==> src/isa_pkg.sv <==
`default_nettype none

package isa_pkg;

  typedef logic [31:0] word_t;
  typedef logic [4:0]  reg_idx_t;
  typedef logic [6:0]  opcode_t;
  typedef logic [2:0]  funct3_t;

  // major opcodes of the supported subset
  localparam opcode_t OPC_LUI    = 7'b0110111;
  localparam opcode_t OPC_AUIPC  = 7'b0010111;
  localparam opcode_t OPC_OP_IMM = 7'b0010011;
  localparam opcode_t OPC_OP     = 7'b0110011;
  localparam opcode_t OPC_LOAD   = 7'b0000011;
  localparam opcode_t OPC_STORE  = 7'b0100011;

  // funct3 of OP and OP-IMM
  localparam funct3_t F3_ADD  = 3'b000;
  localparam funct3_t F3_SLL  = 3'b001;
  localparam funct3_t F3_SLT  = 3'b010;
  localparam funct3_t F3_SLTU = 3'b011;
  localparam funct3_t F3_XOR  = 3'b100;
  localparam funct3_t F3_SR   = 3'b101;
  localparam funct3_t F3_OR   = 3'b110;
  localparam funct3_t F3_AND  = 3'b111;

  // word width for LW and SW
  localparam funct3_t F3_WORD = 3'b010;

endpackage

`default_nettype wire

==> src/pipe_pkg.sv <==
`default_nettype none

package pipe_pkg;

  typedef enum logic [3:0] {
    ALU_ADD,
    ALU_SUB,
    ALU_SLL,
    ALU_SLT,
    ALU_SLTU,
    ALU_XOR,
    ALU_SRL,
    ALU_SRA,
    ALU_OR,
    ALU_AND,
    ALU_PASS_B
  } alu_op_t;

  // decode to execute
  typedef struct packed {
    logic              valid;
    alu_op_t           alu_op;
    isa_pkg::word_t    op_a;
    isa_pkg::word_t    op_b;
    isa_pkg::word_t    store_data;
    isa_pkg::reg_idx_t rd;
    logic              wen;
    logic              is_load;
    logic              is_store;
  } dec_exe_t;

  // execute to result, result holds the ALU value or the memory address
  typedef struct packed {
    logic              valid;
    isa_pkg::word_t    result;
    isa_pkg::word_t    store_data;
    isa_pkg::reg_idx_t rd;
    logic              wen;
    logic              is_load;
    logic              is_store;
  } exe_res_t;

  // what the hazard unit sees of one downstream stage
  typedef struct packed {
    logic              valid;
    isa_pkg::reg_idx_t rd;
    logic              wen;
    logic              is_load;
    isa_pkg::word_t    data;
  } fwd_src_t;

endpackage

`default_nettype wire

==> src/reg_file.sv <==
`timescale 1ns/1ps
`default_nettype none

module reg_file (
  input  wire                      i_clock,
  input  wire                      i_reset,
  input  wire isa_pkg::reg_idx_t   i_rs1,
  input  wire isa_pkg::reg_idx_t   i_rs2,
  output isa_pkg::word_t           o_rs1_data,
  output isa_pkg::word_t           o_rs2_data,
  input  wire pipe_pkg::fwd_src_t  i_wr
);

  isa_pkg::word_t regs [32];

  always_ff @(posedge i_clock) begin
    if (i_reset) begin
      for (int i = 0; i < 32; i++) begin
        regs[i] <= '0;
      end
    end else if (i_wr.valid && i_wr.wen && i_wr.rd != '0) begin
      regs[i_wr.rd] <= i_wr.data;
    end
  end

  // x0 is hardwired to zero
  assign o_rs1_data = (i_rs1 == '0) ? '0 : regs[i_rs1];
  assign o_rs2_data = (i_rs2 == '0) ? '0 : regs[i_rs2];

endmodule

`default_nettype wire

==> config.mk <==
export PLATFORM = sky130hd
export DESIGN_NAME = reg_file
export DESIGN_NICKNAME = d
export VERILOG_FILES = /design/src/isa_pkg.sv /design/src/pipe_pkg.sv /design/src/reg_file.sv
export SDC_FILE = /design/constraint.sdc
export NUM_CORES = 2
export LEC_CHECK = 0
export BUFFER_PORTS_ARGS = -buffer_cell sky130_fd_sc_hd__buf_2
export CORE_MARGIN = 2
export CORE_UTILIZATION = 44
export CTS_CLUSTER_SIZE = 40
export DETAILED_ROUTE_END_ITERATION = 6
export PLACE_DENSITY_LB_ADDON = 0.3
export SLEW_MARGIN = 20
export SYNTH_ARGS = -nofsm -noshare
export SYNTH_HDL_FRONTEND = slang
export SYNTH_SLANG_ARGS = --single-unit
==> constraint.sdc <==
create_clock -name i_clock -period 5.95 [get_ports i_clock]
set_input_delay 1.19 -clock i_clock [delete_from_list [all_inputs] [get_ports i_clock]]
set_output_delay 1.19 -clock i_clock [all_outputs]
set_load 0.02 [all_outputs]
==> out/summary.txt <==
Flop pwr share: 48.4%
Detailed placement HPWL: 104.1 mm
Cell-internal power: 13270 uW
Comb pwr share: 11.9%
Post-synth top cells: 1024 x edfxtp_1, 995 x and2_1, 465 x mux4_2, 274 x clkbuf_1, 156 x mux2i_1
Yosys reg bits: 1024
Top-area cell type share of the netlist area: 56.69%
Drt first pass iters: 5
Die Width: 355.1 um
FP Rows: 128
H-tree depth: 3
Xor/xnor share of the synthesized area: 0%
Synth Cell Area: 54250 um2
Vias per cell: 6.330
Fin. Hold Viols: 0
Routed wire per std cell: 32.78 um
Slowest cell on crit path: a211oi_1
Root buffer cell: clkbuf_16
Starting density of the core: 44.45%
Predominant post-synthesis flop cell: edfxtp_1
Cell taking the most area after synthesis: edfxtp_1
Leakage power: 0.02076 uW
Top-count cell post-synth: edfxtp_1
Layout Nets: 3592
Crit-path max FO: 39
Status: finished clean
Hold path cells: 2
Hold Slack: 1.125 ns
Synth Area in Simple Gates: 13.36%
Cells after synthesis: 3520
Worst Hold Class: input port to flop
Top flop regs: regs (1024)
Mux contribution to synthesized area: 22.89%
Number of distinct library cells after synthesis: 41
Fmax: 185.9 MHz
VDD IR max: 0.2503 mV
Top post-synthesis cells by area: edfxtp_1 57%, mux4_2 19%, and2_1 11%
GRT Total Usage: 27.17%
Largest register by flop count: regs
Seq/Total Area, Yosys: 56.69%
Async SR Flop Fraction: 0%
Layout cells sized above 1: 27.64%
Max FFs per register: 1024
Hold path endpoint: regs[26][10]$_SDFFCE_PN0P_
Synth-to-layout area growth: 11.39%
Die Y: 355.1 um
Final setup TNS: 0 ns
Clk buf depth: 3
Avg Cell Area, Syn: 15.41 um2
Buffers on Ports: 114
Tcrit/Tclk final: 90.41%
Die area: 126100 um2
Crit-path cells: buf_6 -> or3b_2 -> o22ai_1 -> a211oi_1 -> a211oi_1 -> buf_2
Post-synth EDFFs: 1024
Beginning of the worst hold path: i_wr[10]
CTS tree: done
Crit-path most repeated cell: a211oi_1
Core area: 122000 um2
Adder-cell area share of the yosys netlist: 0%
Max-cap violations: 0
CP Capture Type: output port
Vias in the first global route: 33430
Post-synthesis compound-gate area fraction: 3.757%
Resize count post-CTS: 0
Pin count of the biggest net entering global routing: 71
Setup violators final: 0
Largest stage delay on the critical path: 1.06 ns
Clk slew on worst S/H paths: 0.06 ns
Tot Pwr: 17610 uW
Crit-path leading delay family: compound AO/OA/AOI/OAI gates
Cts hold-fix bufs: 0
Design Area, Final: 60420 um2
Largest family of logic cells by synthesized area: multiplexers
Crit path required time: 4.76 ns
Sw power: 4337 uW
Startpoint Class: input port
DRT Wirelength: 172.3 mm
Pins Over Slew Limit: 0
Placed inst area: 56800 um2
DRC viols: 0
Worst slew pin tran: 1.271 ns
Total gr overflow: 0
Slew headroom: 14.75%
Yosys warns: 0
GPL Wtd Cong: 0.8764
Cts bufs inserted: 108
Min cycle time layout: 5.379 ns
RSZ-0062 raised after global routing: false
First-pass GRT wire length: 244.2 mm
Crit path DAT: 4.19 ns
Sw frac: 24.63%
Via Count: 33280
1st-iter DRT viols: 4426
Antenna Violating Nets Remaining: 0
Number of setup buffers added after CTS: 0
Clock power frac: 39.7%
IO Pins: 116
Crit path kind: input port to output port
Initial antenna violation count: 12
PD cells: 291.4 nW/um2
WP buf/inv: 2
Clock Sinks: 1024
## layer usage
| metal | wire length (um) | share of wire [%] | global-route usage [%] | vias up |
|---|---|---|---|---|
| li1 | - | - | - | 13670 |
| met1 | 68110 | 40 | 37.44 | 17300 |
| met2 | 78660 | 46 | 41.67 | 1946 |
| met3 | 17320 | 10 | 5.856 | 357 |
| met4 | 8167 | 4.7 | 12.03 | 12 |
| met5 | 83 | 0.048 | 0 | - |
## cell families after synthesis
group / after synthesis
flops: 1024
buf+inv: 390
mux: 655
other cells: 1
simple gates: 1183
compound gates: 267
## layout make-up
type	instances	area [um2]
diodes	4	10.01
clock buffers	128	2841
clock inverters	71	767.0
fillers	10140	61610
inverters	1	3.754
multi-input cells	2137	22040
flip-flops and latches	1024	30750
well taps	1625	2033
repair buffers	268	1977
## layout by cell type, fill, tap and decap left out, types with 8 or more instances in the layout
cell type | Yosys | routed
clkbuf_1 | 274 | 17
o22ai_1 | 81 | 81
buf_12 | 0 | 16
clkinvlp_4 | 0 | 9
edfxtp_1 | 1024 | 1024
clkinv_1 | 0 | 18
nand2_1 | 11 | 11
clkinv_2 | 0 | 25
buf_2 | 49 | 107
a2111oi_0 | 30 | 30
bufinv_16 | 0 | 16
and2_1 | 995 | 994
nor3_1 | 65 | 55
a21oi_1 | 9 | 9
conb_1 | 1 | 32
nand2b_1 | 8 | 8
mux4_2 | 465 | 465
nor2b_1 | 17 | 15
buf_4 | 30 | 140
o221ai_1 | 29 | 29
nor2_4 | 0 | 16
mux2_2 | 34 | 34
a211oi_1 | 37 | 37
nor3_2 | 0 | 10
or2_2 | 33 | 32
a22o_1 | 53 | 53
clkbuf_16 | 0 | 111
a22oi_1 | 16 | 16
mux2i_1 | 156 | 156
## through the flow
stage | utilization, % | instances | worst slack [ns]
floorplan | - | 3551 | 1.410
global placement | 46.54 | 5055 | 0.6983
detailed placement | 46.54 | 5055 | 0.6699
CTS | 49.50 | 5254 | 0.6403
global route | 49.50 | 5254 | 0.5833
finish | 49.51 | 5258 | 0.5706
## power by group through the flow
| stage | registers (uW) | logic (uW) | clock network (uW) |
|---|---|---|---|
| 3_5_place_dp | 8660 | 2070 | 0 |
| 3_3_place_gp | 8640 | 2050 | 0 |
| 6_report | 8520 | 2090 | 7000 |
| 2_1_floorplan | 8570 | 1330 | 0 |
| 4_1_cts | 8510 | 2080 | 7060 |
| 5_1_grt | 8560 | 2170 | 7310 |
## worst max path at each step
| stage | start | to | cells after the start |
|---|---|---|---|
| 2_1_floorplan | i_rs2[0] | o_rs2_data[2] | 9 |
| 3_3_place_gp | i_rs2[0] | o_rs2_data[19] | 7 |
| 3_5_place_dp | i_rs2[0] | o_rs2_data[19] | 7 |
| 4_1_cts | i_rs2[0] | o_rs2_data[19] | 7 |
| 5_1_grt | i_rs2[0] | o_rs2_data[27] | 6 |
| 6_report | i_rs2[2] | o_rs2_data[11] | 6 |
Power figures use the tool's default switching activity.
