===== src/isa_pkg.sv =====
`default_nettype none

package isa_pkg;

  typedef logic [31:0] word_t;
  typedef logic [4:0]  reg_idx_t;
  typedef logic [6:0]  opcode_t;
  typedef logic [2:0]  funct3_t;

  // major opcodes of the supported subset
  localparam opcode_t OPC_LUI    = 7'b0110111;
  localparam opcode_t OPC_AUIPC  = 7'b0010111;
  localparam opcode_t OPC_OP_IMM = 7'b0010011;
  localparam opcode_t OPC_OP     = 7'b0110011;
  localparam opcode_t OPC_LOAD   = 7'b0000011;
  localparam opcode_t OPC_STORE  = 7'b0100011;

  // funct3 of OP and OP-IMM
  localparam funct3_t F3_ADD  = 3'b000;
  localparam funct3_t F3_SLL  = 3'b001;
  localparam funct3_t F3_SLT  = 3'b010;
  localparam funct3_t F3_SLTU = 3'b011;
  localparam funct3_t F3_XOR  = 3'b100;
  localparam funct3_t F3_SR   = 3'b101;
  localparam funct3_t F3_OR   = 3'b110;
  localparam funct3_t F3_AND  = 3'b111;

  // word width for LW and SW
  localparam funct3_t F3_WORD = 3'b010;

endpackage

`default_nettype wire


===== src/pipe_pkg.sv =====
`default_nettype none

package pipe_pkg;

  typedef enum logic [3:0] {
    ALU_ADD,
    ALU_SUB,
    ALU_SLL,
    ALU_SLT,
    ALU_SLTU,
    ALU_XOR,
    ALU_SRL,
    ALU_SRA,
    ALU_OR,
    ALU_AND,
    ALU_PASS_B
  } alu_op_t;

  // decode to execute
  typedef struct packed {
    logic              valid;
    alu_op_t           alu_op;
    isa_pkg::word_t    op_a;
    isa_pkg::word_t    op_b;
    isa_pkg::word_t    store_data;
    isa_pkg::reg_idx_t rd;
    logic              wen;
    logic              is_load;
    logic              is_store;
  } dec_exe_t;

  // execute to result, result holds the ALU value or the memory address
  typedef struct packed {
    logic              valid;
    isa_pkg::word_t    result;
    isa_pkg::word_t    store_data;
    isa_pkg::reg_idx_t rd;
    logic              wen;
    logic              is_load;
    logic              is_store;
  } exe_res_t;

  // what the hazard unit sees of one downstream stage
  typedef struct packed {
    logic              valid;
    isa_pkg::reg_idx_t rd;
    logic              wen;
    logic              is_load;
    isa_pkg::word_t    data;
  } fwd_src_t;

endpackage

`default_nettype wire


===== src/result_stage.sv =====
`timescale 1ns/1ps
`default_nettype none

module result_stage #(
  parameter int MEM_WORDS = 64
) (
  input  wire                      i_clock,
  input  wire                      i_reset,
  input  wire pipe_pkg::exe_res_t  i_exe,
  output pipe_pkg::fwd_src_t       o_wb
);

  localparam int AW = $clog2(MEM_WORDS);

  isa_pkg::word_t     mem [MEM_WORDS];
  pipe_pkg::exe_res_t res_q;
  logic [AW-1:0]      st_idx;
  logic [AW-1:0]      ld_idx;
  isa_pkg::word_t     load_data;

  // word index, upper address bits wrap
  assign st_idx = i_exe.result[AW+1:2];
  assign ld_idx = res_q.result[AW+1:2];

  // store lands as it enters, so a following LW sees it
  always_ff @(posedge i_clock) begin
    if (i_reset) begin
      for (int i = 0; i < MEM_WORDS; i++) begin
        mem[i] <= '0;
      end
    end else if (i_exe.valid && i_exe.is_store) begin
      mem[st_idx] <= i_exe.store_data;
    end
  end

  always_ff @(posedge i_clock) begin
    if (i_reset) begin
      res_q <= '0;
    end else begin
      res_q <= i_exe;
    end
  end

  assign load_data = mem[ld_idx];

  always_comb begin
    o_wb.valid = res_q.valid;
    o_wb.rd = res_q.rd;
    o_wb.wen = res_q.wen;
    o_wb.is_load = res_q.is_load;
    o_wb.data = res_q.is_load ? load_data : res_q.result;
  end

endmodule

`default_nettype wire


===== config.mk =====
export PLATFORM = sky130hd
export DESIGN_NAME = result_stage
export DESIGN_NICKNAME = d
export VERILOG_FILES = /design/src/isa_pkg.sv /design/src/pipe_pkg.sv /design/src/result_stage.sv
export SDC_FILE = /design/constraint.sdc
export NUM_CORES = 2
export LEC_CHECK = 0
export ABC_AREA = 1
export ABC_CLOCK_PERIOD_IN_PS = 4700
export BUFFER_PORTS_ARGS = -buffer_cell sky130_fd_sc_hd__buf_4
export CORE_UTILIZATION = 35
export DETAILED_ROUTE_END_ITERATION = 12
export GPL_ROUTABILITY_DRIVEN = 0
export PLACE_DENSITY = 0.49
export SETUP_SLACK_MARGIN = 0.5
export SKIP_LAST_GASP = 1
export SLEW_MARGIN = 30
export SYNTH_ARGS = -nofsm -noshare
export SYNTH_HDL_FRONTEND = slang
export SYNTH_SLANG_ARGS = --single-unit

===== constraint.sdc =====
create_clock -name i_clock -period 4.7 [get_ports i_clock]
set_clock_uncertainty 0.15 [all_clocks]
set_input_delay 0.94 -clock i_clock [delete_from_list [all_inputs] [get_ports i_clock]]
set_output_delay 0.94 -clock i_clock [all_outputs]
set_load 0.02 [all_outputs]

==> flow_metrics.py <==
metrics = {
    "detailed_routing": {
        "drt-initial-drc-count": 10089,
        "drc": 0,
        "viasPerCell": 5.56,
        "wl_per_cell_um": 28.5,
        "drtAntennaViolNets": 0,
        "vias": 73616,
        "dr.pass1.iters": 6,
        "wl_um": 378000,
    },
    "setup_path": {
        "startpoint_type": "register",
        "crit_required_ns": 3.61,
        "cp_max_fo": 29,
        "worstPathCellList": "buf_12, inv_16, buf_16, buf_12, nand2_1, nand3_1, nand3_1, nand3_1, nand3_4, nand2_1, nand2_1, nand3_1, buf_4",
        "cpLargestDelayFamily": "simple AND/OR/NAND/NOR gates",
        "slowest_stage": "nand3_1",
        "path_class": "reg -> out",
        "path_depth": 13,
        "max_stage_delay_ns": 0.37,
        "cp.arrival_ns": 3.38,
        "path_buf_inv": 5,
        "end_kind": "output port",
        "cpMostUsedCell": "nand3_1",
    },
    "logic_synthesis": {
        "yosys_warnings": 0,
        "synth_nets": 9614,
        "synth_cells": 9539,
        "synth_area_leaders": "edfxtp_1 66%, nand3_1 10%, nand2_1 9.8%",
        "ys_ff_latch": 2088,
        "synth_top_area_cell": "edfxtp_1",
        "seq_area_frac_synth_pct": 67.1,
        "syn_area_um2": 92800,
        "synth_top_area_share_pct": 66.2,
        "ys_types": 15,
        "synth.avg_cell_area_um2": 9.73,
    },
    "final_layout": {
        "final_util_pct": 42.5,
        "layout.nets": 9604,
        "syn_to_final_growth_pct": 20.3,
        "drive_above_1_share_pct": 14.2,
    },
    "sta": {
        "fin_crit_ns": 4.47,
        "min_period_over_period_pct": 95.2,
        "finalHoldViolCount": 0,
        "setup_viol": 0,
        "timing.fmax_ghz": 0.223,
        "slew_violations": 0,
        "tightest_slew_ns": 1.11,
        "setup_tns_ns": 0,
        "relSlewSlack_pct": 25.7,
        "grt_setup_unrepaired": "yes",
    },
    "global_route": {
        "antenna_found_initial": 13,
        "grt_pass1_wl_um": 526000,
        "grt-ovfl-total": 0,
        "grt_max_degree": 98,
        "grt_pass1_vias": 67736,
        "grt_usage_pct": 27.7,
    },
    "worst_hold_path": {
        "hold_path.class": "in -> reg",
        "min_path_cells": 2,
    },
    "clock_tree": {
        "clk_pin_slew_ns": 0.06,
        "cts_tree": "yes",
        "ctsHtreeMaxLevel": 4,
        "cts-root-buf": "clkbuf_16",
        "cts_hold_buf": 0,
        "clock_path_buffers": 3,
        "cts_made_buffers": 224,
        "clock_sinks": 2088,
    },
    "outcome": {
        "status": "complete, no violations",
    },
    "floorplan": {
        "rows": 188,
        "die-height_um": 517,
        "start_util_pct": 35.3,
        "coreArea_um2": 263000,
        "io_pins": 115,
        "dieArea_um2": 267000,
        "die_w_um": 517,
    },
    "place": {
        "io_buffers": 114,
        "dp_hpwl_um": 215000,
    },
    "power_and_ir_drop": {
        "p_leak_nw": 43.2,
        "powerDensity_nw_per_um2": 390,
        "ir_drop_v": 0.000410,
    },
    "run": {
        "drv_cap": 0,
    },
}
==> metal layers <==
metal | share of wire, % | global-route usage, % | wire, um
met5 | 0.0040 | 0 | 15
met2 | 44 | 41.6 | 167000
met3 | 9.3 | 4.30 | 35300
met4 | 4.6 | 12.1 | 17600
met1 | 42 | 39.5 | 158000
==> sequential cells by signal, indices dropped and copies added, names as in the netlist <==
| signal | count |
|---|---|
| res_q | 26 |
| ld_idx | 6 |
| mem | 2048 |
| o_wb | 8 |
==> repair_timing <==
action / in CTS / in global routing
setup buffers: 64 / 4
gates cloned: 51 / 11
pin swaps: 42 / 64
gates resized for setup: 387 / 368
hold endpoints to repair: 0 / 0
setup endpoints to repair: 32 / 32
==> final cells by class <==
cell class                 count  area (um^2)
sequential                  2088        62300
tap                         3515         4400
inverter                     160          711
multi-input combinational   6440        29700
antenna                        5         12.5
clock inverter               102          747
timing repair buffer         611         7580
clock buffer                 314         6140
timing repair inverter         4         56.3
fill                       25425       151000
==> logic make-up (layout without fill, tap and decap cells) <==
group	count (synthesis)	after routing	share of synthesized area, %
flip-flops	2088	2088	67.1
buffers and inverters	1011	1191	4.12
other	0	5	0
AND/OR/NAND/NOR	6426	6426	28.7
AO/OA/AOI/OAI	14	14	0.0916
==> per-stage QoR <==
step | setup WS [ns] | power [mW] | instance area [um^2] | hold slack, ns | cells
2_1_floorplan | 1.07 | 24.0 | 92800 | 0.897 | 9539
3_3_place_gp | 0.396 | 26.0 | 98600 | 0.985 | 12688
3_5_place_dp | 0.431 | 26.0 | 98600 | 0.992 | 12688
4_1_cts | 0.0153 | 43.4 | 109000 | 0.0399 | 13219
5_1_grt | 0.223 | 44.7 | 112000 | 0.0615 | 13234
6_report | 0.225 | 43.6 | 112000 | 0.0932 | 13239
==> power by group <==
part	total (mW)	internal [mW]	switching, mW	leakage (nW)
sequential	21.6	21.3	0.260	19.8
clock	17.1	9.36	7.73	3.35
combinational	4.91	1.34	3.57	20.0
total	43.6	32.0	11.6	43.2
==> layout by cell type (no fill, tap or decap), types with 3 or more instances in the layout <==
cell,instances
inv_16,7
clkinv_1,53
dfxtp_4,4
nor2_1,2109
edfxtp_1,2048
nand2_1,2351
inv_1,121
bufinv_16,5
buf_16,72
bufbuf_16,17
buf_8,10
inv_6,4
clkinv_16,4
nand3_4,130
o21ai_0,5
clkbuf_1,76
nand3_1,1530
clkinv_8,3
buf_6,43
nand2_2,50
or2_2,3
nand3_2,227
buf_4,402
o211ai_1,6
diode_2,5
nor4_4,8
clkbuf_8,9
nand2_4,14
buf_12,56
clkbuf_16,240
dfxtp_1,35
clkinv_2,62
==> synthesized netlist by cell type <==
cell type  count
buf_1         80
buf_4          8
clkbuf_1     763
dfxtp_1       40
edfxtp_1    2048
inv_1        125
inv_2         35
nand2_1     2415
nand3_1     1887
nor2_1      2111
nor3_1         2
nor4_4         8
o211ai_1       6
o21ai_0        8
or2_2          3
==> worst paths after layout <==
path | startpoint | to | slack [ns]
worst max-delay path | ld_idx[0] | o_wb[28] | 0.23
worst min-delay path | i_reset | o_wb[35] | 0.09
No activity file was read; power rests on OpenSTA's default activity.
