$ cat src/isa_pkg.sv
`default_nettype none

package isa_pkg;

  typedef logic [31:0] word_t;
  typedef logic [4:0]  reg_idx_t;
  typedef logic [6:0]  opcode_t;
  typedef logic [2:0]  funct3_t;

  // major opcodes of the supported subset
  localparam opcode_t OPC_LUI    = 7'b0110111;
  localparam opcode_t OPC_AUIPC  = 7'b0010111;
  localparam opcode_t OPC_OP_IMM = 7'b0010011;
  localparam opcode_t OPC_OP     = 7'b0110011;
  localparam opcode_t OPC_LOAD   = 7'b0000011;
  localparam opcode_t OPC_STORE  = 7'b0100011;

  // funct3 of OP and OP-IMM
  localparam funct3_t F3_ADD  = 3'b000;
  localparam funct3_t F3_SLL  = 3'b001;
  localparam funct3_t F3_SLT  = 3'b010;
  localparam funct3_t F3_SLTU = 3'b011;
  localparam funct3_t F3_XOR  = 3'b100;
  localparam funct3_t F3_SR   = 3'b101;
  localparam funct3_t F3_OR   = 3'b110;
  localparam funct3_t F3_AND  = 3'b111;

  // word width for LW and SW
  localparam funct3_t F3_WORD = 3'b010;

endpackage

`default_nettype wire

$ cat src/pipe_pkg.sv
`default_nettype none

package pipe_pkg;

  typedef enum logic [3:0] {
    ALU_ADD,
    ALU_SUB,
    ALU_SLL,
    ALU_SLT,
    ALU_SLTU,
    ALU_XOR,
    ALU_SRL,
    ALU_SRA,
    ALU_OR,
    ALU_AND,
    ALU_PASS_B
  } alu_op_t;

  // decode to execute
  typedef struct packed {
    logic              valid;
    alu_op_t           alu_op;
    isa_pkg::word_t    op_a;
    isa_pkg::word_t    op_b;
    isa_pkg::word_t    store_data;
    isa_pkg::reg_idx_t rd;
    logic              wen;
    logic              is_load;
    logic              is_store;
  } dec_exe_t;

  // execute to result, result holds the ALU value or the memory address
  typedef struct packed {
    logic              valid;
    isa_pkg::word_t    result;
    isa_pkg::word_t    store_data;
    isa_pkg::reg_idx_t rd;
    logic              wen;
    logic              is_load;
    logic              is_store;
  } exe_res_t;

  // what the hazard unit sees of one downstream stage
  typedef struct packed {
    logic              valid;
    isa_pkg::reg_idx_t rd;
    logic              wen;
    logic              is_load;
    isa_pkg::word_t    data;
  } fwd_src_t;

endpackage

`default_nettype wire

$ cat src/decode_stage.sv
`timescale 1ns/1ps
`default_nettype none

module decode_stage (
  input  wire                    i_clock,
  input  wire                    i_reset,
  input  wire                    i_inst_req,
  input  wire isa_pkg::word_t    i_inst,
  output logic                   o_inst_ack,
  input  wire isa_pkg::word_t    i_src1,
  input  wire isa_pkg::word_t    i_src2,
  input  wire                    i_stall,
  output isa_pkg::reg_idx_t      o_rs1,
  output isa_pkg::reg_idx_t      o_rs2,
  output logic                   o_valid,
  output logic                   o_use_rs1,
  output logic                   o_use_rs2,
  output pipe_pkg::dec_exe_t     o_issue
);

  typedef enum logic [1:0] {IDLE, ACK, WAIT_LOW} hs_state_t;

  hs_state_t          state;
  logic               dec_valid;
  isa_pkg::word_t     dec_inst;
  isa_pkg::word_t     dec_pc;
  isa_pkg::word_t     pc;
  logic               issuing;
  logic               capture;
  isa_pkg::opcode_t   opcode;
  isa_pkg::funct3_t   funct3;
  logic               is_op;
  logic               alt;
  isa_pkg::word_t     imm_i;
  isa_pkg::word_t     imm_s;
  isa_pkg::word_t     imm_u;
  pipe_pkg::alu_op_t  arith_op;

  assign issuing = dec_valid && !i_stall;
  // a held instruction blocks capture, so ack stays low
  assign capture = i_inst_req && state == IDLE && (!dec_valid || issuing);
  assign o_inst_ack = state != IDLE;

  always_ff @(posedge i_clock) begin
    if (i_reset) begin
      state <= IDLE;
    end else begin
      case (state)
        IDLE: begin
          if (capture) begin
            state <= ACK;
          end
        end
        ACK: begin
          if (!i_inst_req) begin
            state <= WAIT_LOW;
          end
        end
        WAIT_LOW: state <= IDLE;
        default: state <= IDLE;
      endcase
    end
  end

  always_ff @(posedge i_clock) begin
    if (i_reset) begin
      dec_valid <= 1'b0;
      pc <= '0;
    end else if (capture) begin
      dec_valid <= 1'b1;
      pc <= pc + 32'd4;
    end else if (issuing) begin
      dec_valid <= 1'b0;
    end
  end

  always_ff @(posedge i_clock) begin
    if (capture) begin
      dec_inst <= i_inst;
      dec_pc <= pc;
    end
  end

  assign opcode = dec_inst[6:0];
  assign funct3 = dec_inst[14:12];
  assign alt = dec_inst[30];
  assign is_op = opcode == isa_pkg::OPC_OP;
  assign imm_i = {{20{dec_inst[31]}}, dec_inst[31:20]};
  assign imm_s = {{20{dec_inst[31]}}, dec_inst[31:25], dec_inst[11:7]};
  assign imm_u = {dec_inst[31:12], 12'b0};

  assign o_rs1 = dec_inst[19:15];
  assign o_rs2 = dec_inst[24:20];
  assign o_valid = dec_valid;
  assign o_use_rs1 = is_op || opcode == isa_pkg::OPC_OP_IMM ||
                     opcode == isa_pkg::OPC_LOAD || opcode == isa_pkg::OPC_STORE;
  assign o_use_rs2 = is_op || opcode == isa_pkg::OPC_STORE;

  // SUB only exists in OP, SRA/SRAI in both
  always_comb begin
    case (funct3)
      isa_pkg::F3_ADD:  arith_op = (is_op && alt) ? pipe_pkg::ALU_SUB : pipe_pkg::ALU_ADD;
      isa_pkg::F3_SLL:  arith_op = pipe_pkg::ALU_SLL;
      isa_pkg::F3_SLT:  arith_op = pipe_pkg::ALU_SLT;
      isa_pkg::F3_SLTU: arith_op = pipe_pkg::ALU_SLTU;
      isa_pkg::F3_XOR:  arith_op = pipe_pkg::ALU_XOR;
      isa_pkg::F3_SR:   arith_op = alt ? pipe_pkg::ALU_SRA : pipe_pkg::ALU_SRL;
      isa_pkg::F3_OR:   arith_op = pipe_pkg::ALU_OR;
      default:          arith_op = pipe_pkg::ALU_AND;
    endcase
  end

  always_comb begin
    o_issue = '0;
    o_issue.valid = issuing;
    o_issue.alu_op = pipe_pkg::ALU_ADD;
    o_issue.rd = dec_inst[11:7];
    case (opcode)
      isa_pkg::OPC_LUI: begin
        o_issue.alu_op = pipe_pkg::ALU_PASS_B;
        o_issue.op_b = imm_u;
        o_issue.wen = 1'b1;
      end
      isa_pkg::OPC_AUIPC: begin
        o_issue.op_a = dec_pc;
        o_issue.op_b = imm_u;
        o_issue.wen = 1'b1;
      end
      isa_pkg::OPC_OP_IMM: begin
        o_issue.alu_op = arith_op;
        o_issue.op_a = i_src1;
        o_issue.op_b = imm_i;
        o_issue.wen = 1'b1;
      end
      isa_pkg::OPC_OP: begin
        o_issue.alu_op = arith_op;
        o_issue.op_a = i_src1;
        o_issue.op_b = i_src2;
        o_issue.wen = 1'b1;
      end
      isa_pkg::OPC_LOAD: begin
        o_issue.op_a = i_src1;
        o_issue.op_b = imm_i;
        o_issue.wen = funct3 == isa_pkg::F3_WORD;
        o_issue.is_load = funct3 == isa_pkg::F3_WORD;
      end
      isa_pkg::OPC_STORE: begin
        o_issue.op_a = i_src1;
        o_issue.op_b = imm_s;
        o_issue.store_data = i_src2;
        o_issue.is_store = funct3 == isa_pkg::F3_WORD;
      end
      // anything else passes through as a no-op
      default: o_issue.wen = 1'b0;
    endcase
  end

endmodule

`default_nettype wire

$ cat config.mk
export PLATFORM = sky130hd
export DESIGN_NAME = decode_stage
export DESIGN_NICKNAME = d
export VERILOG_FILES = /design/src/isa_pkg.sv /design/src/pipe_pkg.sv /design/src/decode_stage.sv
export SDC_FILE = /design/constraint.sdc
export NUM_CORES = 1
export LEC_CHECK = 0
export ABC_CLOCK_PERIOD_IN_PS = 3300
export BUFFER_PORTS_ARGS = -buffer_cell sky130_fd_sc_hd__buf_2
export CORE_ASPECT_RATIO = 0.7
export CORE_UTILIZATION = 47
export DETAILED_ROUTE_END_ITERATION = 10
export PLACE_DENSITY = 0.8
export SLEW_MARGIN = 20
export SYNTH_ARGS = -nofsm -noshare
export SYNTH_HDL_FRONTEND = slang
export SYNTH_SLANG_ARGS = --single-unit
$ cat constraint.sdc
create_clock -name i_clock -period 3.3 [get_ports i_clock]
set_clock_uncertainty 0.1 [all_clocks]
set_input_delay 0.33 -clock i_clock [delete_from_list [all_inputs] [get_ports i_clock]]
set_output_delay 0.33 -clock i_clock [all_outputs]
set_load 0.005 [all_outputs]
==> flow_summary_export.csv <==
group,metric,value,unit
outcome,status,"finished clean",
cells_and_area,area_growth,28.98,%
yosys,ys_seq_area_frac,0.5249,
yosys,ys_types,45,
yosys,syn-num-nets,551,
worst_setup_path,critPathBufInv,2,
detailed_routing,drt-initial-drc-count,342,
worst_setup_path,path_class,"reg -> out",
worst_setup_path,r2r_cells,4,
yosys,syn_avg_cell_area,10.68,um^2
placed_design,dp_hpwl,10.26,mm
die,io_pins,223,
yosys,yosys_most_used_dff,"edfxtp_1",
pwr,p_leak,0.002847,uW
pwr,swShare,0.2287,
pwr,clock_power_share,0.374,
detailed_routing,routed_wl,13.63,mm
pwr,p_int,1970,uW
worst_setup_path,crit_family,"simple AND/OR/NAND/NOR gates",
clock_network,cts_buffer_depth,2,
worst_setup_path,required,2.87,ns
worst_setup_path,slowest_delay,0.71,ns
clock_network,path_clk_slew,0.06,ns
die,fp.coreArea,9797,um^2
sta,post-route-min-period,2.880,ns
clock_network,cts_resized,0,
yosys,synth.most_common_cell,"edfxtp_1",
detailed_routing,via_per_inst,5.552,
yosys,synth_edf_count,62,
sta,setup_violations,0,
placed_design,placed_area,5923,um^2
worst_setup_path,cp.depth,6,
worst_setup_path,r2r-start,"state[0]",
clock_network,cts_tree,"built",
pwr,power.switching,584.1,uW
sta,slew_viol_final,0,
worst_setup_path,worstSetupStartpointType,"flop",
clock_network,cts_setup_buffers,0,
pwr,seqPwrFrac,0.537,
die,start_util,0.4905,
yosys,synth_top_area_cell,"edfxtp_1",
pwr,power_frac_comb,0.090,
worst_setup_path,cp_max_fo,17,
clock_network,root_buffer,"clkbuf_16",
sta,rsz0062_at_grt,"no",
global_route,grt_pass1_vias,3844,
clock_network,cts_made_buffers,9,
worst_setup_path,cp.arrival,2.45,ns
yosys,yosysWarningCount,0,
die,dieHeight,86.61,um
sta,fmax,0.3473,GHz
detailed_routing,wire_per_inst,17.50,um
run,max_cap_viol_count,0,
clock_network,cts.sinks,95,
detailed_routing,drc,0,
pwr,power.density,412.1,nW/um^2
die,row_count,30,
placed_design,portBuffers,222,
global_route,grt.overflow.total,0,
hold_path,hold_path_class,"in -> reg",
yosys,ys_top_cells_by_count,"62 x edfxtp_1, 33 x and2_1, 33 x dfxtp_1",
cells_and_area,multiInputGateArea,2004,um^2
clock_network,hold_buffers,0,
yosys,synth.top_cell.area_share,0.3874,
global_route,gr-usage-all-layers,0.2447,
sta,fin_setup_tns,0,ns
global_route,grt_antenna_before_repair,0,
cells_and_area,finalNetCount,747,
yosys,syn_area,4806,um^2
die,die-width,122.9,um
placed_design,place.gp.congestion,0.8702,
cells_and_area,design_area,6198,um^2
global_route,grt_start_max_net_pins,47,
worst_setup_path,r2r-end,"pc[31]",
die,dieArea,10640,um^2
worst_setup_path,crit_chain,"and4bb_2 -> nand2_1 -> nor3b_2 -> buf_4 -> and2_1 -> buf_2",
worst_setup_path,crit_end,"o_issue[30]",
clock_network,cts-htree-levels,3,
worst_setup_path,rrSetupSlack,0.89,ns
sta,fin_crit_sh,0.8726,
global_route,grt_pass1_wl,19.52,mm
detailed_routing,first_pass_iters,5,
cells_and_area,drive_above_1_share,0.4132,
sta,slew-limit-headroom,0.4388,
sta,worst_slack,0.4204,ns
detailed_routing,ant_nets,0,
sta,final-hold-violation-count,0,
pwr,ir_drop,0.2478,mV
cells_and_area,fillers,809,
detailed_routing,dr_total_vias,4325,
worst_setup_path,critPathSlowestCell,"nor3b_2",
worst_setup_path,worstSetupStartpoint,"dec_inst[3]",
yosys,synth_area_leaders,"edfxtp_1 39%, dfxtp_1 14%, a22o_1 5.6%",
sta,tightest_slew,0.8381,ns
worst_setup_path,critPathCaptureType,"output port",
yosys,async_flop_share,0,
clock_network,worst_skew_pair.late_latency,0.33,ns
yosys,synth_cells,450,
yosys,ys_ff_latch,95,
placed_design,place_ws,0.7842,ns
cells_and_area,fin_util,0.6327,
cells_and_area,diodes,0,
cells_and_area,seqCellArea,2522,um^2
-- stage by stage --
stage / instances / hold slack, ns / total power (uW)
2_1_floorplan: 450 / 0.3093 / 1504
3_3_place_gp: 763 / 0.3431 / 1616
3_5_place_dp: 763 / 0.3589 / 1625
4_1_cts: 779 / 0.05761 / 2569
5_1_grt: 779 / 0.05397 / 2643
6_report: 779 / 0.06686 / 2554
-- placed cells by master (no fill, tap or decap), types with 2 or more instances in the layout --
cell type and n:
buf_2 222, edfxtp_1 62, and2_1 33, dfxtp_1 33, a22o_1 31, nor2_1 27, nand2_1 24, a21oi_1 21
nand3_1 20, a221o_1 19, nor4_1 14, nor2b_1 14, mux2_2 13, inv_1 9, clkbuf_16 9, buf_4 9
and3_1 8, o21ai_0 8, mux2i_1 6, a211oi_1 6, nand4_1 6, or3_1 6, or4_1 5, and4_1 4
o31ai_1 4, xor2_1 4, a21o_1 3, nor3_1 2, xnor2_1 2, nor4b_1 2, clkinv_2 2
-- how the worst min path moves through the flow --
stage / startpoint / to / slack (ns) / cells past startpoint
6_report: i_inst[13] / dec_inst[13] / 0.07 / 1
3_3_place_gp: pc[31] / dec_pc[31] / 0.34 / 0
2_1_floorplan: i_inst_req / state[1] / 0.31 / 1
3_5_place_dp: pc[31] / dec_pc[31] / 0.36 / 0
5_1_grt: i_inst[13] / dec_inst[13] / 0.05 / 1
4_1_cts: i_inst[13] / dec_inst[13] / 0.06 / 1
-- routing by layer --
layer | GRT usage | wire [um]
met5 | 0 | 0
met4 | 0.08426 | 348
met3 | 0.05724 | 922
met2 | 0.4300 | 6982
met1 | 0.2947 | 5379
-- power by group through the flow --
stage               clock network [uW]  registers, uW  logic, uW
finish                             954           1370        229
CTS                                968           1370        229
floorplan                            0           1380        121
global route                      1020           1380        250
detailed placement                   0           1400        228
global placement                     0           1400        220
-- state kept, by name, indices dropped and copies added, names as in the netlist --
| signal | cells |
|---|---|
| dec_inst | 32 |
| dec_pc | 30 |
| o_valid | 1 |
| pc | 30 |
| state | 2 |
-- layout make-up --
type                    count  share of cell area
clock buffers              11             0.03916
clock inverters             5            0.005248
inverters                  10            0.006056
multi-input cells         298              0.3234
flip-flops and latches     95              0.4069
well taps                 128             0.02584
repair buffers            232              0.1934
-- kinds of logic (layout without fill, tap and decap cells) --
logic type                 count (synthesis)  count (layout)  synth area share
AOI/OAI and AO/OA                         94              94            0.1494
xor gates and xnor gates                   6               6           0.01093
adders and majority gates                  1               1          0.002603
buffers and inverters                     57             258           0.06014
DFF                                       95              95            0.5249
muxes                                     19              19           0.04296
and+or+nand+nor                          178             178            0.2091
Note: power is estimated with default switching activity, not from simulation.
