`config.mk`:
```
export PLATFORM = sky130hd
export DESIGN_NAME = hazard_forward
export DESIGN_NICKNAME = d
export VERILOG_FILES = /design/src/isa_pkg.sv /design/src/pipe_pkg.sv /design/src/hazard_forward.sv
export SDC_FILE = /design/constraint.sdc
export NUM_CORES = 1
export LEC_CHECK = 0
export ABC_AREA = 1
export BUFFER_PORTS_ARGS = -buffer_cell sky130_fd_sc_hd__buf_2
export CAP_MARGIN = 20
export CELL_PAD_IN_SITES_DETAIL_PLACEMENT = 1
export CELL_PAD_IN_SITES_GLOBAL_PLACEMENT = 2
export CORE_MARGIN = 2
export CORE_UTILIZATION = 15
export DETAILED_ROUTE_END_ITERATION = 12
export GPL_ROUTABILITY_DRIVEN = 1
export GPL_TIMING_DRIVEN = 1
export PLACE_DENSITY = 0.89
export SLEW_MARGIN = 30
export SYNTH_ARGS = -nofsm -noshare
export SYNTH_HDL_FRONTEND = slang
export SYNTH_SLANG_ARGS = --single-unit
```
`constraint.sdc`:
```
create_clock -name vclk -period 1.3
set_input_delay 0.13 -clock vclk [all_inputs]
set_output_delay 0.13 -clock vclk [all_outputs]
set_load 0.02 [all_outputs]
```
`src/isa_pkg.sv`:
```
`default_nettype none

package isa_pkg;

  typedef logic [31:0] word_t;
  typedef logic [4:0]  reg_idx_t;
  typedef logic [6:0]  opcode_t;
  typedef logic [2:0]  funct3_t;

  // major opcodes of the supported subset
  localparam opcode_t OPC_LUI    = 7'b0110111;
  localparam opcode_t OPC_AUIPC  = 7'b0010111;
  localparam opcode_t OPC_OP_IMM = 7'b0010011;
  localparam opcode_t OPC_OP     = 7'b0110011;
  localparam opcode_t OPC_LOAD   = 7'b0000011;
  localparam opcode_t OPC_STORE  = 7'b0100011;

  // funct3 of OP and OP-IMM
  localparam funct3_t F3_ADD  = 3'b000;
  localparam funct3_t F3_SLL  = 3'b001;
  localparam funct3_t F3_SLT  = 3'b010;
  localparam funct3_t F3_SLTU = 3'b011;
  localparam funct3_t F3_XOR  = 3'b100;
  localparam funct3_t F3_SR   = 3'b101;
  localparam funct3_t F3_OR   = 3'b110;
  localparam funct3_t F3_AND  = 3'b111;

  // word width for LW and SW
  localparam funct3_t F3_WORD = 3'b010;

endpackage

`default_nettype wire

```
`src/pipe_pkg.sv`:
```
`default_nettype none

package pipe_pkg;

  typedef enum logic [3:0] {
    ALU_ADD,
    ALU_SUB,
    ALU_SLL,
    ALU_SLT,
    ALU_SLTU,
    ALU_XOR,
    ALU_SRL,
    ALU_SRA,
    ALU_OR,
    ALU_AND,
    ALU_PASS_B
  } alu_op_t;

  // decode to execute
  typedef struct packed {
    logic              valid;
    alu_op_t           alu_op;
    isa_pkg::word_t    op_a;
    isa_pkg::word_t    op_b;
    isa_pkg::word_t    store_data;
    isa_pkg::reg_idx_t rd;
    logic              wen;
    logic              is_load;
    logic              is_store;
  } dec_exe_t;

  // execute to result, result holds the ALU value or the memory address
  typedef struct packed {
    logic              valid;
    isa_pkg::word_t    result;
    isa_pkg::word_t    store_data;
    isa_pkg::reg_idx_t rd;
    logic              wen;
    logic              is_load;
    logic              is_store;
  } exe_res_t;

  // what the hazard unit sees of one downstream stage
  typedef struct packed {
    logic              valid;
    isa_pkg::reg_idx_t rd;
    logic              wen;
    logic              is_load;
    isa_pkg::word_t    data;
  } fwd_src_t;

endpackage

`default_nettype wire

```
`src/hazard_forward.sv`:
```
`timescale 1ns/1ps
`default_nettype none

module hazard_forward (
  input  wire                      i_valid,
  input  wire                      i_use_rs1,
  input  wire                      i_use_rs2,
  input  wire isa_pkg::reg_idx_t   i_rs1,
  input  wire isa_pkg::reg_idx_t   i_rs2,
  input  wire isa_pkg::word_t      i_reg_src1,
  input  wire isa_pkg::word_t      i_reg_src2,
  input  wire pipe_pkg::fwd_src_t  i_exe,
  input  wire pipe_pkg::fwd_src_t  i_res,
  output isa_pkg::word_t           o_src1,
  output isa_pkg::word_t           o_src2,
  output logic                     o_stall
);

  logic exe_writes;
  logic res_writes;
  logic rs1_exe_fwd;
  logic rs2_exe_fwd;
  logic rs1_res_fwd;
  logic rs2_res_fwd;
  logic rs1_load_hit;
  logic rs2_load_hit;

  assign exe_writes = i_exe.valid && i_exe.wen;
  assign res_writes = i_res.valid && i_res.wen;

  // a load in execute has no data yet, only ALU results forward from there
  assign rs1_exe_fwd = i_rs1 != '0 && i_rs1 == i_exe.rd && exe_writes && !i_exe.is_load;
  assign rs2_exe_fwd = i_rs2 != '0 && i_rs2 == i_exe.rd && exe_writes && !i_exe.is_load;
  assign rs1_res_fwd = i_rs1 != '0 && i_rs1 == i_res.rd && res_writes;
  assign rs2_res_fwd = i_rs2 != '0 && i_rs2 == i_res.rd && res_writes;

  assign o_src1 = rs1_exe_fwd ? i_exe.data : rs1_res_fwd ? i_res.data : i_reg_src1;
  assign o_src2 = rs2_exe_fwd ? i_exe.data : rs2_res_fwd ? i_res.data : i_reg_src2;

  assign rs1_load_hit = i_rs1 != '0 && i_rs1 == i_exe.rd && exe_writes && i_exe.is_load;
  assign rs2_load_hit = i_rs2 != '0 && i_rs2 == i_exe.rd && exe_writes && i_exe.is_load;

  // one bubble lets the load reach result, where its data forwards
  assign o_stall = i_valid && ((i_use_rs1 && rs1_load_hit) || (i_use_rs2 && rs2_load_hit));

endmodule

`default_nettype wire

```
==> results.sh, run 1 <==
export IMPL_hold_depth=4
export IMPL_dp_hpwl_mm=11.7
export IMPL_post_drt_wl_per_cell_microns=18.3
export IMPL_combinationalPowerShare_pct=100.0
export IMPL_p_sw_mw=0.969
export IMPL_nFlopsAndLatches=0
export IMPL_synth_distinct_cells=14
export IMPL_dr_pass1_iters=5
export IMPL_dp_slack_ps=-318
export IMPL_row_count=46
export IMPL_drtIter0Drc=153
export IMPL_cp_arrival_ps=1450
export IMPL_synthTopCellsByArea="nand2_1 39%, nand3_1 28%, inv_1 18%"
export IMPL_drc=0
export IMPL_fmax_mhz=634
export IMPL_grt_pass1_wl_mm=26.3
export IMPL_final_setup_viol_count=65
export IMPL_layout_area_seq_sq_um=0
export IMPL_place_congestion=0.826
export IMPL_p_leak_nw=3.71
export IMPL_grt_busiest_layer="met2"
export IMPL_finalCritPeriodShare_pct=121
export IMPL_worstSetupStartpointType="input port"
export IMPL_cts_hold_buf=0
export IMPL_min_to="o_src2[31]"
export IMPL_multi_input_area_sq_um=3060
export IMPL_synth_seq_area_share_pct=0
export IMPL_syn_inst=563
export IMPL_fillCellCount=1971
export IMPL_drv_cap=0
export IMPL_p_per_area_nw_per_um2=275
export IMPL_syn_area_sq_um=2430
export IMPL_met1_usage_pct=23.8
export IMPL_final_nets=986
export IMPL_die_height_microns=131
export IMPL_die_w_microns=131
export IMPL_netlist_area_leader_share_pct=38.9
export IMPL_cp_required_ps=1170
export IMPL_min_path_type="input port to output pin"
export IMPL_grt_usage_pct=18.9
export IMPL_power_share_clock_pct=0
export IMPL_pin_count=222
export IMPL_swShare_pct=52.0
export IMPL_end_kind="output pin"
export IMPL_startpoint="i_rs2[4]"
export IMPL_gr_total_overflow=0
export IMPL_final_common_cell="buf_2"
export IMPL_final_hold_violation_count=0
export IMPL_final_layout_size_suffix_gt1_share_pct=70.9
export IMPL_dieArea_sq_um=17200
export IMPL_synth_area_per_cell_sq_um=4.31
export IMPL_synth_nets=720
export IMPL_ant_nets=0
export IMPL_setup_slack_ps=-276
export IMPL_grt_max_degree=33
export IMPL_grt_antenna_before_repair=3
export IMPL_vdd_drop_max_mv=0.140
export IMPL_rsz0062_at_grt="yes"
export IMPL_p_int_mw=0.896
export IMPL_violations="setup timing"
export IMPL_met3_usage_pct=1.74
export IMPL_fp_coreArea_sq_um=15800
export IMPL_num_vias=4588
export IMPL_post_route_util_pct=42.9
export IMPL_fin_crit_ps=1580
export IMPL_path_class="input port to output pin"
export IMPL_drv_slew=0
export IMPL_worst_slew_pin_slew_ps=198
export IMPL_seqPwrFrac_pct=0
export IMPL_floorplan_initialDensity_pct=15.3
export IMPL_yosys_warnings=0
export IMPL_status="finished with violations"
export IMPL_routed_wl_mm=19.1
export IMPL_relSlewSlack_pct=86.8
export IMPL_portBuffers=221
export IMPL_via_per_inst=4.39
export IMPL_yosys_area_top_type="nand2_1"
export IMPL_syn2layout_area_growth_pct=179
export IMPL_clkbuf_count=0
export IMPL_grt_use_met2_pct=36.0
export IMPL_final_cell_mix="134 x buf_2, 106 x nand2_2, 99 x nand2_1, 99 x inv_1, 92 x buf_6"
export IMPL_path_max_fanout=4
export IMPL_grt_pass1_vias=4671
export IMPL_holdCritStartpoint="i_exe[31]"
-- power groups by stage --
stage | logic (mW) | clock network, mW | registers [mW]
after floorplan | 0.539 | 0 | 0
after global placement | 1.08 | 0 | 0
after detailed placement | 1.09 | 0 | 0
after CTS | 1.59 | 0 | 0
after global routing | 1.98 | 0.000000206 | 0
final | 1.87 | 0.000000206 | 0
-- kinds of logic after synthesis --
logic type | count (synthesis) | synth area share (%)
xor gates and xnor gates | 1 | 0.361
and+or+nand+nor | 405 | 71.1
AOI/OAI and AO/OA | 6 | 1.24
buffers and inverters | 151 | 27.3
-- layer usage --
layer / routed length, microns / up-vias / part of all wire [%]
li1: - / 2238 / -
met1: 7930 / 2197 / 42
met2: 10100 / 135 / 53
met3: 784 / 16 / 4.1
met4: 245 / 2 / 1.3
met5: 7 / - / 0.037
-- critical path: stages --
cell and delay [ps]:
buf_8 110, inv_6 60, nand3_4 80, nor2_4 160
buf_6 120, buf_6 90, nor2_4 40, buf_12 150
clkbuf_16 160, nand3_2 70, nand3_2 70, nand2_2 90
buf_6 120
-- through the flow --
step | setup TNS [ps] | instance area (sq um) | hold WS [ps] | power (mW) | std cells
after floorplan | 0 | 2430 | 384 | 0.539 | 563
after global placement | -15320 | 3970 | 593 | 1.08 | 1003
after detailed placement | -16580 | 3970 | 599 | 1.09 | 1003
after CTS | -12590 | 5730 | 567 | 1.59 | 1031
after global routing | -18890 | 6790 | 579 | 1.98 | 1045
final | -15350 | 6790 | 564 | 1.87 | 1045
-- repair_timing --
item / in CTS / in global routing
buffers inserted: 18 / 3
pin swaps: 67 / 97
setup endpoints to repair: 65 / 65
resized for setup: 378 / 220
gates cloned: 12 / 9
-- synth_stat cells --
cell / count
buf_6: 9
nor2_1: 6
buf_2: 21
xnor2_1: 1
clkinv_2: 1
a21oi_1: 6
nand3_2: 2
inv_1: 116
nand2_1: 252
inv_2: 4
nand2_2: 1
nor2_2: 5
nor2_4: 1
nand3_1: 138
-- layout make-up --
class                           count  area share [%]
Timing Repair Buffer              294            43.1
Antenna cell                        2          0.0738
Tap cell                          216            3.98
Multi-Input combinational cell    412            45.1
Inverter                          121            7.76
-- worst max path at each step --
stage                      end  slack [ps]
floorplan           o_src1[10]         120
global placement     o_src1[0]        -280
detailed placement   o_src1[0]        -320
CTS                  o_src1[0]        -240
global route         o_src2[8]        -330
finish               o_src2[8]        -280
Note: power is estimated with default switching activity, not from simulation.
==> inputs of run 2 (changes only) <==
--- a/config.mk
+++ b/config.mk
@@ -5,17 +5,16 @@
 export SDC_FILE = /design/constraint.sdc
 export NUM_CORES = 1
 export LEC_CHECK = 0
-export ABC_AREA = 1
 export BUFFER_PORTS_ARGS = -buffer_cell sky130_fd_sc_hd__buf_2
 export CAP_MARGIN = 20
 export CELL_PAD_IN_SITES_DETAIL_PLACEMENT = 1
 export CELL_PAD_IN_SITES_GLOBAL_PLACEMENT = 2
 export CORE_MARGIN = 2
-export CORE_UTILIZATION = 15
+export CORE_UTILIZATION = 17
 export DETAILED_ROUTE_END_ITERATION = 12
 export GPL_ROUTABILITY_DRIVEN = 1
 export GPL_TIMING_DRIVEN = 1
-export PLACE_DENSITY = 0.89
+export PLACE_DENSITY = 0.87
 export SLEW_MARGIN = 30
 export SYNTH_ARGS = -nofsm -noshare
 export SYNTH_HDL_FRONTEND = slang
==> run 2 against run 1 <==
- the run still ends with setup timing left
- largest power group unchanged
- routed wire length rose by 0.43%
- critical path depth is 5 lower
- sequential cell count is the same
- final cell count is 16% lower
- first-iteration DRC count is 21% higher
- power increased by 13%
- fmax shrank 18%
- via count rose by 3.2%
- non-clock buffer count rose by 32
- count of clock-buffer cells in the layout stayed put
- highest routed layer is now met4
==> results.sh, run 2 <==
export IMPL_layout_area_seq_sq_um=0
export IMPL_num_antenna_cells=0
export IMPL_synth_seq_area_share_pct=0
export IMPL_floorplan_initialDensity_pct=17.4
export IMPL_min_path_type="input port to output pin"
export IMPL_drtIter0Drc=185
export IMPL_via_per_inst=5.40
export IMPL_final_hold_violation_count=0
export IMPL_die_height_microns=126
export IMPL_yosys_warnings=0
export IMPL_gr_total_overflow=0
export IMPL_rsz0062_at_grt="yes"
export IMPL_fp_coreArea_sq_um=14500
export IMPL_dieArea_sq_um=15900
export IMPL_portBuffers=221
export IMPL_multi_input_area_sq_um=3260
export IMPL_grt_antenna_before_repair=0
export IMPL_final_common_cell="buf_2"
export IMPL_p_total_mw=2.12
export IMPL_routed_wl_mm=19.2
export IMPL_p_leak_nw=2.28
export IMPL_holdCritStartpoint="i_reg_src1[28]"
export IMPL_synth_nets=585
export IMPL_post_drt_wl_per_cell_microns=21.9
export IMPL_netlist_area_leader_share_pct=15.8
export IMPL_synth_area_per_cell_sq_um=5.92
export IMPL_grt_max_degree=33
export IMPL_p_per_area_nw_per_um2=344
export IMPL_grt_pass1_vias=5140
export IMPL_syn_area_sq_um=2530
export IMPL_yosys_area_top_type="a31oi_1"
export IMPL_fillCellCount=1734
export IMPL_status="finished with violations"
export IMPL_dr_pass1_iters=4
export IMPL_path_max_fanout=6
export IMPL_cp_required_ps=1170
export IMPL_end_kind="output pin"
export IMPL_drv_slew=0
export IMPL_synthTopCellsByArea="a31oi_1 16%, nor3_1 13%, nand3_1 12%"
export IMPL_finalCritPeriodShare_pct=148
export IMPL_fin_crit_ps=1930
export IMPL_final_nets=851
export IMPL_final_layout_size_suffix_gt1_share_pct=67.3
export IMPL_relSlewSlack_pct=67.7
export IMPL_synth_distinct_cells=36
export IMPL_final_cell_mix="151 x buf_2, 105 x buf_4, 60 x nand3_1"
export IMPL_violations="setup timing"
export IMPL_fmax_mhz=519
export IMPL_cp_cell_sequence="buf_6 > or4_4 > o211ai_4 > or2_4 > buf_4 > buf_12 > a31oi_4 > buf_6"
export IMPL_drv_cap=0
export IMPL_path_common_cell="buf_6"
export IMPL_place_congestion=0.905
export IMPL_final_cell_count_no_fill=876
export IMPL_nFlopsAndLatches=0
export IMPL_ys_top_cells_by_count="64 x a31oi_1, 64 x nor3_1, 61 x nand3_1"
export IMPL_clkbuf_count=0
export IMPL_worstSetupStartpointType="input port"
export IMPL_dp_hpwl_mm=14.9
export IMPL_grt_usage_pct=22.6
export IMPL_place_inst=865
export IMPL_cp_slowest_cell="or4_4"
export IMPL_die_w_microns=126
export IMPL_worst_slew_pin_slew_ps=472
export IMPL_grt_pass1_wl_mm=28.9
export IMPL_cp_arrival_ps=1800
export IMPL_hold_depth=4
export IMPL_drc=0
export IMPL_cts_hold_buf=0
export IMPL_syn_inst=428
export IMPL_syn2layout_area_growth_pct=143
export IMPL_cpPeakStageDelay_ps=530
export IMPL_pin_count=222
export IMPL_vdd_drop_max_mv=0.141
export IMPL_row_count=44
export IMPL_num_vias=4734
export IMPL_setup_slack_ps=-628
export IMPL_ant_nets=0
export IMPL_path_class="input port to output pin"
export IMPL_final_setup_viol_count=65
export IMPL_min_to="o_src1[28]"
[run 2: cell types whose count changed after synthesis, moves of 39 or more]
cell	change
nand3_1	-77
nor3_1	+64
inv_1	-88
clkbuf_1	+39
nand2_1	-249
a31oi_1	+64
[run 2: cell families after synthesis]
group	count (synthesis)	share of synthesized area [%]
xor gates and xnor gates	18	6.22
buffers and inverters	91	15.8
AOI/OAI and AO/OA	164	45.3
and+or+nand+nor	155	32.7
[run 2: worst max-delay path, delay by kind of cell]
kind | cells | cell delay [ps]
AOI/OAI and AO/OA | 2 | 360
buffers and inverters | 4 | 530
and+or+nand+nor | 2 | 770
[run 2: cell type report]
type | count | area share, %
multi-input cells | 337 | 53.0
inverters | 29 | 1.77
repair buffers | 326 | 41.5
well taps | 184 | 3.75
[run 2: how the worst max path moves through the flow]
stage,from,end,slack (ps),cells after the start
floorplan,i_rs2[0],o_src2[10],-340,5
global placement,i_rs2[0],o_src2[11],-610,7
detailed placement,i_rs1[4],o_src1[6],-660,7
CTS,i_rs1[0],o_src1[3],-630,7
global route,i_rs2[0],o_src2[24],-690,8
finish,i_rs1[1],o_src1[6],-630,8
[run 2: metrics by stage]
step	utilization (%)	setup WS, ps	setup TNS, ps	hold slack (ps)	area [sq um]
global placement	37.0	-612	-37600	651	5380
detailed placement	37.0	-663	-38930	655	5380
finish	42.3	-628	-37360	634	6150
CTS	41.4	-634	-37050	633	6020
global route	42.3	-693	-40930	651	6150
floorplan	-	-343	-19250	406	3500
[run 2: timing repair]
action                                  4_1_cts  5_1_grt
pin swaps                                     9        9
resized for setup                           139       32
buffers inserted                              5        2
cloned                                        4        0
endpoints found under the setup margin       65       65
[run 2: power breakdown]
group          leakage [nW]  internal (mW)  total, mW  switching, mW
combinational          2.28          0.968       2.12           1.15
sequential                0              0          0              0
clock                     0              0          0              0
[run 2: routing by layer]
layer	global-route usage, %	share of wire [%]	vias up	wire (microns)
li1	-	-	2235	-
met1	26.9	41	2296	7890
met2	42.9	51	180	9800
met3	3.27	5.7	23	1100
met4	4.65	2.1	0	396
met5	0	0	-	0
